### config.mk
export PLATFORM = sky130hd
export DESIGN_NAME = eth_fcs_top
export DESIGN_NICKNAME = d
export VERILOG_FILES = /design/src/logic/stream_pkg.sv /design/src/logic/eth_pkg.sv /design/src/logic/byte_stream_if.sv /design/src/logic/eth_crc.sv /design/src/logic/eth_fcs_append.sv /design/src/logic/eth_fcs_check.sv /design/src/logic/eth_fcs_top.sv
export VERILOG_INCLUDE_DIRS = /design/src /design/src/include
export SDC_FILE = /design/constraint.sdc
export NUM_CORES = 1
export LEC_CHECK = 0
export BUFFER_PORTS_ARGS = -buffer_cell sky130_fd_sc_hd__buf_2
export CAP_MARGIN = 20
export CORE_MARGIN = 5
export CORE_UTILIZATION = 45
export CTS_BUF_LIST = sky130_fd_sc_hd__clkbuf_8
export DETAILED_ROUTE_END_ITERATION = 6
export GPL_TIMING_DRIVEN = 1
export PLACE_DENSITY = 0.59
export REMOVE_ABC_BUFFERS = 1
export SLEW_MARGIN = 0
export SYNTH_ARGS = -nofsm -noshare
export SYNTH_HDL_FRONTEND = slang
export SYNTH_HIERARCHICAL = 1
export SYNTH_SLANG_ARGS = --single-unit
export TNS_END_PERCENT = 100
### constraint.sdc
create_clock -name clk -period 2.9 [get_ports clk]
set_input_delay 0.58 -clock clk [delete_from_list [all_inputs] [get_ports clk]]
set_output_delay 0.58 -clock clk [all_outputs]
set_load 0.03 [all_outputs]
### src/include/eth_fcs_macros.svh
// Ethernet FCS widths and constants

`ifndef ETH_FCS_MACROS_SVH
`define ETH_FCS_MACROS_SVH

// Stream beat, CRC and FCS sizes
`define ETH_BYTE_W    8
`define ETH_CRC_W     32
`define ETH_FCS_BYTES 4

// CRC register value at the start of every frame
`define ETH_CRC_INIT 32'hFFFF_FFFF

// FCS output after a frame followed by its own correct FCS
`define ETH_FCS_RESIDUE 32'h2144_DF1C

`endif

### src/logic/stream_pkg.sv
// Byte stream types

`default_nettype none

`include "eth_fcs_macros.svh"

package stream_pkg;

	// One data byte per beat
	typedef logic [`ETH_BYTE_W-1:0] byte_t;

endpackage

`default_nettype wire

### src/logic/eth_pkg.sv
// Ethernet CRC and FCS appender types

`default_nettype none

`include "eth_fcs_macros.svh"

package eth_pkg;

	// CRC register or FCS value
	typedef logic [`ETH_CRC_W-1:0] crc_t;

	// Selects the FCS byte on the output, byte 0 goes first
	typedef logic [$clog2(`ETH_FCS_BYTES)-1:0] fcs_index_t;

	// Appender phase
	typedef enum logic {
		APPEND_DATA,
		APPEND_FCS
	} append_state_t;

endpackage

`default_nettype wire

### src/logic/byte_stream_if.sv
// Byte stream with valid/ready/last

`timescale 1ns/1ps
`default_nettype none

interface byte_stream_if
	import stream_pkg::*;
();

	logic  valid;
	logic  ready;
	logic  last;
	byte_t data;

	// A beat moves when valid and ready are both high
	modport source (
		output valid, last, data,
		input  ready
	);

	modport sink (
		input  valid, last, data,
		output ready
	);

endinterface

`default_nettype wire

### src/logic/eth_crc.sv
// Byte-wide Ethernet CRC-32 engine

`timescale 1ns/1ps
`default_nettype none

`include "eth_fcs_macros.svh"

module eth_crc
	import stream_pkg::*, eth_pkg::*;
(
	input  wire logic  clk,
	input  wire logic  rst_n,
	input  wire logic  update,
	input  wire logic  clear,
	input  wire byte_t data,
	output crc_t       fcs,
	output crc_t       fcs_next
);

	// Ethernet generator polynomial, normal form
	localparam crc_t CRC_POLY = 32'h04C1_1DB7;

	crc_t  crc_q;
	crc_t  crc_c;
	byte_t data_refl;

	// ------------------------------------------------------------------------
	// Helpers
	// ------------------------------------------------------------------------

	function automatic byte_t reflect_byte(byte_t v);
		byte_t r;
		for (int i = 0; i < `ETH_BYTE_W; i++) begin
			r[i] = v[`ETH_BYTE_W-1-i];
		end
		return r;
	endfunction

	function automatic crc_t reflect_crc(crc_t v);
		crc_t r;
		for (int i = 0; i < `ETH_CRC_W; i++) begin
			r[i] = v[`ETH_CRC_W-1-i];
		end
		return r;
	endfunction

	// Unrolls into the parallel XOR network for one byte, MSB of din first
	function automatic crc_t crc_byte(crc_t state, byte_t din);
		crc_t c;
		logic fb;
		c = state;
		for (int i = `ETH_BYTE_W - 1; i >= 0; i--) begin
			fb = c[`ETH_CRC_W-1] ^ din[i];
			c  = {c[`ETH_CRC_W-2:0], 1'b0} ^ ({`ETH_CRC_W{fb}} & CRC_POLY);
		end
		return c;
	endfunction

	// ------------------------------------------------------------------------
	// Datapath
	// ------------------------------------------------------------------------

	// Ethernet sends bit 0 first
	assign data_refl = reflect_byte(data);
	assign crc_c     = crc_byte(crc_q, data_refl);

	always_ff @(posedge clk) begin
		if (!rst_n) begin
			crc_q <= `ETH_CRC_INIT;
		end else if (clear) begin
			crc_q <= `ETH_CRC_INIT;
		end else if (update) begin
			crc_q <= crc_c;
		end
	end

	assign fcs      = ~reflect_crc(crc_q);
	assign fcs_next = ~reflect_crc(crc_c);

	a_data_known: assert property (@(posedge clk) disable iff (!rst_n)
		update |-> !$isunknown(data));

endmodule

`default_nettype wire

### src/logic/eth_fcs_append.sv
// Transmit FCS appender

`timescale 1ns/1ps
`default_nettype none

`include "eth_fcs_macros.svh"

module eth_fcs_append
	import eth_pkg::*;
(
	input wire logic      clk,
	input wire logic      rst_n,
	byte_stream_if.sink   tx_in,
	byte_stream_if.source tx_out
);

	localparam fcs_index_t LAST_IDX = fcs_index_t'(`ETH_FCS_BYTES - 1);

	append_state_t state_q;
	fcs_index_t    idx_q;
	crc_t          fcs_q;
	crc_t          fcs_next;
	logic          in_fire;
	logic          in_end;
	logic          out_fire;

	assign in_fire  = tx_in.valid && tx_in.ready;
	assign in_end   = in_fire && tx_in.last;
	assign out_fire = tx_out.valid && tx_out.ready;

	// CRC sees every forwarded byte and restarts after the last one
	eth_crc u_crc (
		.clk      (clk),
		.rst_n    (rst_n),
		.update   (in_fire),
		.clear    (in_end),
		.data     (tx_in.data),
		.fcs      (),
		.fcs_next (fcs_next)
	);

	// ------------------------------------------------------------------------
	// Output mux
	// ------------------------------------------------------------------------

	always_comb begin
		if (state_q == APPEND_DATA) begin
			// Pass through, ready only matters while a byte is offered
			tx_out.valid = tx_in.valid;
			tx_out.data  = tx_in.data;
			tx_out.last  = 1'b0;
			tx_in.ready  = !tx_in.valid || tx_out.ready;
		end else begin
			tx_out.valid = 1'b1;
			tx_out.data  = fcs_q[idx_q*`ETH_BYTE_W +: `ETH_BYTE_W];
			tx_out.last  = (idx_q == LAST_IDX);
			tx_in.ready  = 1'b0;
		end
	end

	// ------------------------------------------------------------------------
	// Phase and FCS byte counter
	// ------------------------------------------------------------------------

	always_ff @(posedge clk) begin
		if (!rst_n) begin
			state_q <= APPEND_DATA;
			idx_q   <= '0;
		end else begin
			case (state_q)
				APPEND_DATA: begin
					if (in_end) begin
						state_q <= APPEND_FCS;
						idx_q   <= '0;
					end
				end
				APPEND_FCS: begin
					if (out_fire) begin
						// Counter wraps to zero after the last FCS byte
						idx_q <= idx_q + 1'b1;
						if (idx_q == LAST_IDX) begin
							state_q <= APPEND_DATA;
						end
					end
				end
				default: state_q <= APPEND_DATA;
			endcase
		end
	end

	// FCS including the last data byte
	always_ff @(posedge clk) begin
		if (in_end) begin
			fcs_q <= fcs_next;
		end
	end

	a_out_hold: assert property (@(posedge clk) disable iff (!rst_n)
		tx_out.valid && !tx_out.ready |=>
			tx_out.valid && $stable(tx_out.data) && $stable(tx_out.last));

	a_in_stalled: assert property (@(posedge clk) disable iff (!rst_n)
		in_end |=> (!tx_in.ready until_with (out_fire && tx_out.last)));

endmodule

`default_nettype wire

### src/logic/eth_fcs_check.sv
// Receive FCS checker

`timescale 1ns/1ps
`default_nettype none

`include "eth_fcs_macros.svh"

module eth_fcs_check
	import eth_pkg::*;
(
	input wire logic    clk,
	input wire logic    rst_n,
	byte_stream_if.sink rx,
	output logic        frame_ok,
	output logic        frame_bad
);

	crc_t fcs_next;
	logic rx_fire;
	logic rx_end;
	logic fcs_good;

	// Never stalls the receive stream
	assign rx.ready = 1'b1;

	assign rx_fire = rx.valid && rx.ready;
	assign rx_end  = rx_fire && rx.last;

	// Frame bytes and the received FCS all go through the CRC
	eth_crc u_crc (
		.clk      (clk),
		.rst_n    (rst_n),
		.update   (rx_fire),
		.clear    (rx_end),
		.data     (rx.data),
		.fcs      (),
		.fcs_next (fcs_next)
	);

	// A correct frame leaves the fixed residue
	assign fcs_good = (fcs_next == `ETH_FCS_RESIDUE);

	always_ff @(posedge clk) begin
		if (!rst_n) begin
			frame_ok  <= 1'b0;
			frame_bad <= 1'b0;
		end else begin
			frame_ok  <= rx_end && fcs_good;
			frame_bad <= rx_end && !fcs_good;
		end
	end

	a_one_result: assert property (@(posedge clk) disable iff (!rst_n)
		!(frame_ok && frame_bad));

endmodule

`default_nettype wire

### src/logic/eth_fcs_top.sv
// Ethernet FCS transmit and receive path

`timescale 1ns/1ps
`default_nettype none

module eth_fcs_top
	import stream_pkg::*;
(
	input  wire logic  clk,
	input  wire logic  rst_n,
	// Transmit input
	input  wire logic  tx_in_valid,
	output logic       tx_in_ready,
	input  wire logic  tx_in_last,
	input  wire byte_t tx_in_data,
	// Transmit output with FCS
	output logic       tx_out_valid,
	input  wire logic  tx_out_ready,
	output logic       tx_out_last,
	output byte_t      tx_out_data,
	// Receive input
	input  wire logic  rx_valid,
	input  wire logic  rx_last,
	input  wire byte_t rx_data,
	output logic       frame_ok,
	output logic       frame_bad
);

	byte_stream_if tx_in ();
	byte_stream_if tx_out ();
	byte_stream_if rx ();

	assign tx_in.valid = tx_in_valid;
	assign tx_in.last  = tx_in_last;
	assign tx_in.data  = tx_in_data;
	assign tx_in_ready = tx_in.ready;

	assign tx_out_valid = tx_out.valid;
	assign tx_out_last  = tx_out.last;
	assign tx_out_data  = tx_out.data;
	assign tx_out.ready = tx_out_ready;

	// rx ready stays inside, the checker always accepts
	assign rx.valid = rx_valid;
	assign rx.last  = rx_last;
	assign rx.data  = rx_data;

	eth_fcs_append u_append (
		.clk    (clk),
		.rst_n  (rst_n),
		.tx_in  (tx_in.sink),
		.tx_out (tx_out.source)
	);

	eth_fcs_check u_check (
		.clk       (clk),
		.rst_n     (rst_n),
		.rx        (rx.sink),
		.frame_ok  (frame_ok),
		.frame_bad (frame_bad)
	);

endmodule

`default_nettype wire

==> results of run 1 <==
==> power groups by stage <==
stage	clock, W	combinational (W)	sequential [W]
after floorplan	0	0.00155	0.00180
after global placement	0	0.00210	0.00181
after detailed placement	0	0.00212	0.00182
after CTS	0.000796	0.00213	0.00179
after global routing	0.000858	0.00232	0.00181
final	0.000767	0.00212	0.00178
==> worst reg2reg max path, stage by stage (launching register included) <==
cell	delay [ns]
dfxtp_1	0.33
xnor2_1	0.57
xnor2_1	0.26
buf_4	0.20
xnor2_1	0.32
xnor2_1	0.19
nor4bb_1	0.24
nand4_1	0.18
o311a_1	0.37
==> per-layer routing <==
layer	track usage, %	vias up	routed length (µm)
met5	0	-	0
met4	5.94	0	169
met3	2.42	10	544
met2	23.0	74	4660
met1	28.0	1724	6330
li1	-	1822	-
==> through the flow <==
stage | instance area [µm²] | instances | power [W] | setup slack, ns | utilization, %
final | 6010 | 707 | 0.00468 | 0.151 | 52.0
after floorplan | 5240 | 481 | 0.00335 | 0.186 | -
after global placement | 5850 | 692 | 0.00391 | -0.0801 | 50.6
after CTS | 6010 | 707 | 0.00471 | 0.219 | 52.0
after global routing | 6010 | 707 | 0.00498 | 0.0296 | 52.0
after detailed placement | 5850 | 692 | 0.00393 | -0.125 | 50.6
==> layout make-up <==
| class | instances | area, µm² |
|---|---|---|
| Fill cell | 1068 | 5550 |
| Tap cell | 143 | 179 |
| Sequential cell | 101 | 2340 |
| Inverter | 33 | 124 |
| Timing Repair Buffer | 68 | 435 |
| Clock buffer | 9 | 124 |
| Clock inverter | 6 | 32.5 |
| Multi-Input combinational cell | 347 | 2770 |
==> layout by cell type (no fill, tap or decap), types with 3 or more instances in the layout <==
master and count:
mux2i_1 16, o21ai_0 10, buf_4 32, o221ai_1 8, xnor2_1 100, xor2_1 12, edfxtp_1 32, xnor2_2 20
inv_1 32, buf_2 35, nand2b_1 9, and2_1 3, dfxtp_1 69, nand2_1 80, nand4_1 3, o211ai_1 50
clkbuf_8 9, clkinv_2 4
==> worst max path at each step <==
stage | startpoint | to | slack [ns] | depth (start not counted)
finish | u_check/u_crc/crc_q[27]$_SDFFE_PP1P_ | u_check/frame_bad$_SDFF_PN0_ | 0.15 | 8
global route | u_check/u_crc/crc_q[27]$_SDFFE_PP1P_ | u_check/frame_bad$_SDFF_PN0_ | 0.03 | 8
CTS | u_check/u_crc/crc_q[27]$_SDFFE_PP1P_ | u_check/frame_bad$_SDFF_PN0_ | 0.22 | 8
detailed placement | rx_data[4] | u_check/frame_bad$_SDFF_PN0_ | -0.13 | 9
global placement | rx_data[4] | u_check/frame_bad$_SDFF_PN0_ | -0.08 | 8
floorplan | rx_data[1] | u_check/frame_bad$_SDFF_PN0_ | 0.19 | 7
==> registers in the layout, summed over array words and instances (netlist names) <==
| signal | cells |
|---|---|
| u_check/frame_bad | 1 |
| u_append/fcs_q | 32 |
| u_append/u_crc/crc_q | 32 |
| u_append/state_q | 1 |
| u_check/u_crc/crc_q | 32 |
| u_append/idx_q | 2 |
| u_check/frame_ok | 1 |
==> summary.md, run 1 <==
| Metric | Value |
|---|---|
| Outcome | finished clean |
| Die height | 119 µm |
| Initial Util | 46.3% |
| Die width | 119 µm |
| Worst-path clk slew | 0.10 ns |
| Sequential Power Share | 38.2% |
| CTS buffer count | 9 |
| Die area | 14,200 µm² |
| Syn Area/Cell | 10.6 µm² |
| Router iterations before antenna repair | 5 |
| Vias in the first global route | 3,630 |
| Vias per inst | 5.13 |
| Std-Cell Rows | 39 |
| GRT overflow | 0 |
| CTS Hold Bufs | 0 |
| Final Max Slew Viols | 0 |
| Min cycle time layout | 2.75 ns |
| Mapped Area | 5360 µm² |
| WP data required | 3.16 ns |
| H-Tree Depth | 3 |
| Total Routing Usage GR | 17.3% |
| Final net count | 584 |
| Insertion delay to the later sink of the worst-skew pair | 0.36 ns |
| Pleak | 2.51 nW |
| Max IR drop VDD | 0.335 mV |
| Crit path launch type | flip-flop |
| Worst Hold Launch | u_check/u_crc/crc_q[12]$_SDFFE_PP1P_ |
| Slew margin rel. | 43.9% |
| HPWL Detailed | 8390 µm |
| Gate power share | 45.4% |
| Ant diodes | 0 |
| Clock share of power | 16.4% |
| Highest Clock Rate | 364 MHz |
| Remaining DRCs | 0 |
| Max FO, Critical Path | 4 |
| Final setup TNS | 0 ns |
| Synth Instances | 506 |
| IO Count | 36 |
| Detailed Route WL | 11,700 µm |
| Yosys warns | 6 |
| Worst Reg2Reg Path Length in Cells | 8 |
| Avg WL per Cell | 16.6 µm |
| Sequence of cells on the critical path | xnor2_1 -> xnor2_1 -> buf_4 -> xnor2_1 -> xnor2_1 -> nor4bb_1 -> nand4_1 -> o311a_1 |
| Share of layout cells above drive strength 1 | 20.7% |
| RSZ-0062 raised after global routing | no |
| Period utilization | 94.8% |
| Antenna violations before repair | 0 |
| Internal power | 0.00300 W |
| CP Buf/Inv Count | 1 |
| Max Cap Viol | 0 |
| Pin count of the biggest net entering global routing | 54 |
| Crit path top cell by count | xnor2_1 |
| Crit path capture type | flip-flop |
| Crit path max-delay family | XOR/XNOR gates |
| Crit Path Category | flip-flop to flip-flop |
| Largest stage delay on the critical path | 0.57 ns |
| Synth-to-Final Area Change | 12.2% |
| CTS sink cnt | 101 |
| Post-route ant nets | 0 |
| Psw | 0.00168 W |
| P per Cell Area | 778 nW/µm² |
| Initial DRC count | 295 |
| Worst slew pin tran | 0.841 ns |
| PostCTS Resize Cnt | 0 |
| Wire length of the first global-routing pass | 19,400 µm |
| R2r startpoint | u_check/u_crc/crc_q[27]$_SDFFE_PP1P_ |
| Gpl congestion | 0.914 |
| Clock tree from TritonCTS | done |
| Switch share | 35.9% |
| R2r endpoint | u_check/frame_bad$_SDFF_PN0_ |
| Root buf cell | clkbuf_8 |
| Vias | 3,630 |
| Number of port buffers | 35 |
| Final Skew | 0.0120 ns |
| Hold Worst Slack | 0.478 ns |
| WP data arrival | 3.01 ns |
| R2r setup slk | 0.15 ns |
| Worst hold path type | flip-flop to flip-flop |
| CP max stage cell | xnor2_1 |
| Final hold violation count | 0 |
| Core area | 11,600 µm² |
| Setup violations, final | 0 |
| Setup Buffers After CTS | 0 |
| Longest Clk Path Bufs | 2 |
| Hold endpoint | u_check/u_crc/crc_q[12]$_SDFFE_PP1P_ |
| Hold depth | 2 |
(Power assumes the default switching activity.)
==> inputs of run 2 (changes only) <==
--- a/config.mk
+++ b/config.mk
@@ -6,13 +6,13 @@
 export SDC_FILE = /design/constraint.sdc
 export NUM_CORES = 1
 export LEC_CHECK = 0
-export BUFFER_PORTS_ARGS = -buffer_cell sky130_fd_sc_hd__buf_2
+export BUFFER_PORTS_ARGS = -buffer_cell sky130_fd_sc_hd__buf_4
 export CAP_MARGIN = 20
 export CORE_MARGIN = 5
 export CORE_UTILIZATION = 45
 export CTS_BUF_LIST = sky130_fd_sc_hd__clkbuf_8
 export DETAILED_ROUTE_END_ITERATION = 6
-export GPL_TIMING_DRIVEN = 1
+export GPL_TIMING_DRIVEN = 0
 export PLACE_DENSITY = 0.59
 export REMOVE_ABC_BUFFERS = 1
 export SLEW_MARGIN = 0
==> run 2 against run 1 <==
Critical path depth shrank 1; combinational power decreased by 4%; clock power is 0.7% lower; register-to-register slack worse by 0.05 ns; largest power group unchanged.
==> summary.md, run 2 (same netlist as run 1, synthesis figures left out) <==
| Metric | Value |
|---|---|
| Insertion delay to the later sink of the worst-skew pair | 0.36 ns |
| Crit path capture type | flip-flop |
| Period utilization | 96.4% |
| FILL cells | 1,034 |
| Vias | 3,454 |
| P per Cell Area | 763 nW/µm² |
| Final hold violation count | 0 |
| Router iterations before antenna repair | 4 |
| Std-Cell Rows | 39 |
| Initial DRC count | 284 |
| Sequence of cells on the critical path | xnor2_4 -> xnor2_1 -> xnor2_1 -> xor2_1 -> nand4b_1 -> or4_1 -> o311a_1 |
| Avg WL per Cell | 16.6 µm |
| Min cycle time layout | 2.79 ns |
| CTS Hold Bufs | 0 |
| Area taken by multi-input logic gates | 2890 µm² |
| Core area | 11,600 µm² |
| Synth-to-Final Area Change | 12.2% |
| Die width | 119 µm |
| Pleak | 2.42 nW |
| Crit path top cell by count | xnor2_1 |
| Worst-path clk slew | 0.09 ns |
| Outcome | finished clean |
| Commonest cells after routing, fill and taps aside | xnor2_1 (99), nand2_1 (80), dfxtp_1 (68) |
| Final setup TNS | 0 ns |
| Vias per inst | 5.10 |
| Initial Util | 46.3% |
| Reg area | 2340 µm² |
| Commonest non-fill, non-tap cell in the layout | xnor2_1 |
| HPWL Detailed | 7770 µm |
| Final net count | 553 |
| Gpl congestion | 0.804 |
| Die area | 14,200 µm² |
| Largest regs | u_append/fcs_q x32, u_append/u_crc/crc_q x32, u_check/u_crc/crc_q x32 |
| Crit path launch type | flip-flop |
| CTS sink cnt | 101 |
| Worst hold path type | flip-flop to flip-flop |
| Detailed Route WL | 11,300 µm |
| Share of layout cells above drive strength 1 | 16.7% |
| Worst slew pin tran | 1.07 ns |
| Setup Slack @ Placement | -0.417 ns |
| Highest Clock Rate | 358 MHz |
| Remaining DRCs | 0 |
| Setup violations, final | 0 |
| Final Max Slew Viols | 0 |
| Setup Buffers After CTS | 0 |
| Final Skew | 0.0104 ns |
| Crit Path Category | flip-flop to flip-flop |
| Wire length of the first global-routing pass | 18,200 µm |
| Ant diodes | 0 |
| Number of port buffers | 35 |
| Max Cap Viol | 0 |
| Root buf cell | clkbuf_8 |
| Die height | 119 µm |
| CTS buffer count | 9 |
| Slew margin rel. | 28.2% |
| Vias in the first global route | 3,367 |
| Post-route ant nets | 0 |
| Pin count of the biggest net entering global routing | 54 |
| Power, Total | 0.00458 W |
| Antenna violations before repair | 0 |
| WP data required | 3.15 ns |
| WP data arrival | 3.04 ns |
| IO Count | 36 |
| Clock tree from TritonCTS | done |
| Max FO, Critical Path | 6 |
| Longest Clk Path Bufs | 2 |
| Final worst slack | 0.106 ns |
| Largest stage delay on the critical path | 0.56 ns |
| RSZ-0062 raised after global routing | no |
| GRT overflow | 0 |
| H-Tree Depth | 3 |
| Hold Worst Slack | 0.482 ns |
| CP max stage cell | xnor2_1 |
| Total Routing Usage GR | 16.4% |
| Max IR drop VDD | 0.292 mV |
==> run 2: cell count changes in the layout (fill, tap and decap cells not counted), sizes merged <==
cell	previous run	this run
clkinvlp	0	1
buf	68	37
==> run 2: final timing paths <==
| check | start | end | slack (ns) | depth (start not counted) |
|---|---|---|---|---|
| min reg2reg | u_append/u_crc/crc_q[17]$_SDFFE_PP1P_ | u_append/u_crc/crc_q[17]$_SDFFE_PP1P_ | 0.48 | 2 |
| max reg2reg | u_check/u_crc/crc_q[26]$_SDFFE_PP1P_ | u_check/frame_bad$_SDFF_PN0_ | 0.11 | 7 |
| max | u_check/u_crc/crc_q[26]$_SDFFE_PP1P_ | u_check/frame_bad$_SDFF_PN0_ | 0.11 | 7 |
| min | u_append/u_crc/crc_q[17]$_SDFFE_PP1P_ | u_append/u_crc/crc_q[17]$_SDFFE_PP1P_ | 0.48 | 2 |
==> run 2: layout make-up <==
type,count,share of cell area [%]
clock buffers,9,2.06
clock inverters,7,0.562
inverters,33,2.06
multi-input cells,347,48.1
flip-flops and latches,101,39.0
well taps,143,2.98
repair buffers,37,5.29
==> run 2: layer usage <==
metal,up-vias,GRT usage (%),wire length (µm)
met5,-,0,0
met4,0,6.08,180
met3,11,3.03,730
met2,82,21.6,4490
met1,1595,26.1,5860
li1,1766,-,-
==> run 2: timing repair <==
| item | 4_1_cts | 5_1_grt |
|---|---|---|
| gates resized for setup | 4 | 8 |
| gates cloned | 0 | 0 |
| pin swaps | 0 | 1 |
| setup endpoints to repair | 2 | 6 |
==> run 2: worst max-delay path: cells and delay by family, from the launching register on <==
kind / cells / cell delay (ns)
and+or+nand+nor: 2 / 0.71
xor gates and xnor gates: 4 / 1.17
AOI/OAI and AO/OA: 1 / 0.36
DFF: 1 / 0.43
==> run 2: per-stage QoR <==
step	utilization [%]	cells	cell area [µm²]
final	52.0	677	6010
after global routing	52.0	677	6010
after CTS	51.4	677	5940
after detailed placement	49.6	661	5740
after global placement	49.1	659	5680
after floorplan	-	481	5240
==> run 2: where the power goes <==
group / internal (W) / leakage (nW) / total (W) / switching (W)
clock: 0.000299 / 0.0850 / 0.000762 / 0.000463
sequential: 0.00170 / 0.863 / 0.00179 / 0.0000977
combinational: 0.000920 / 1.47 / 0.00203 / 0.00111
total: 0.00292 / 2.42 / 0.00458 / 0.00167
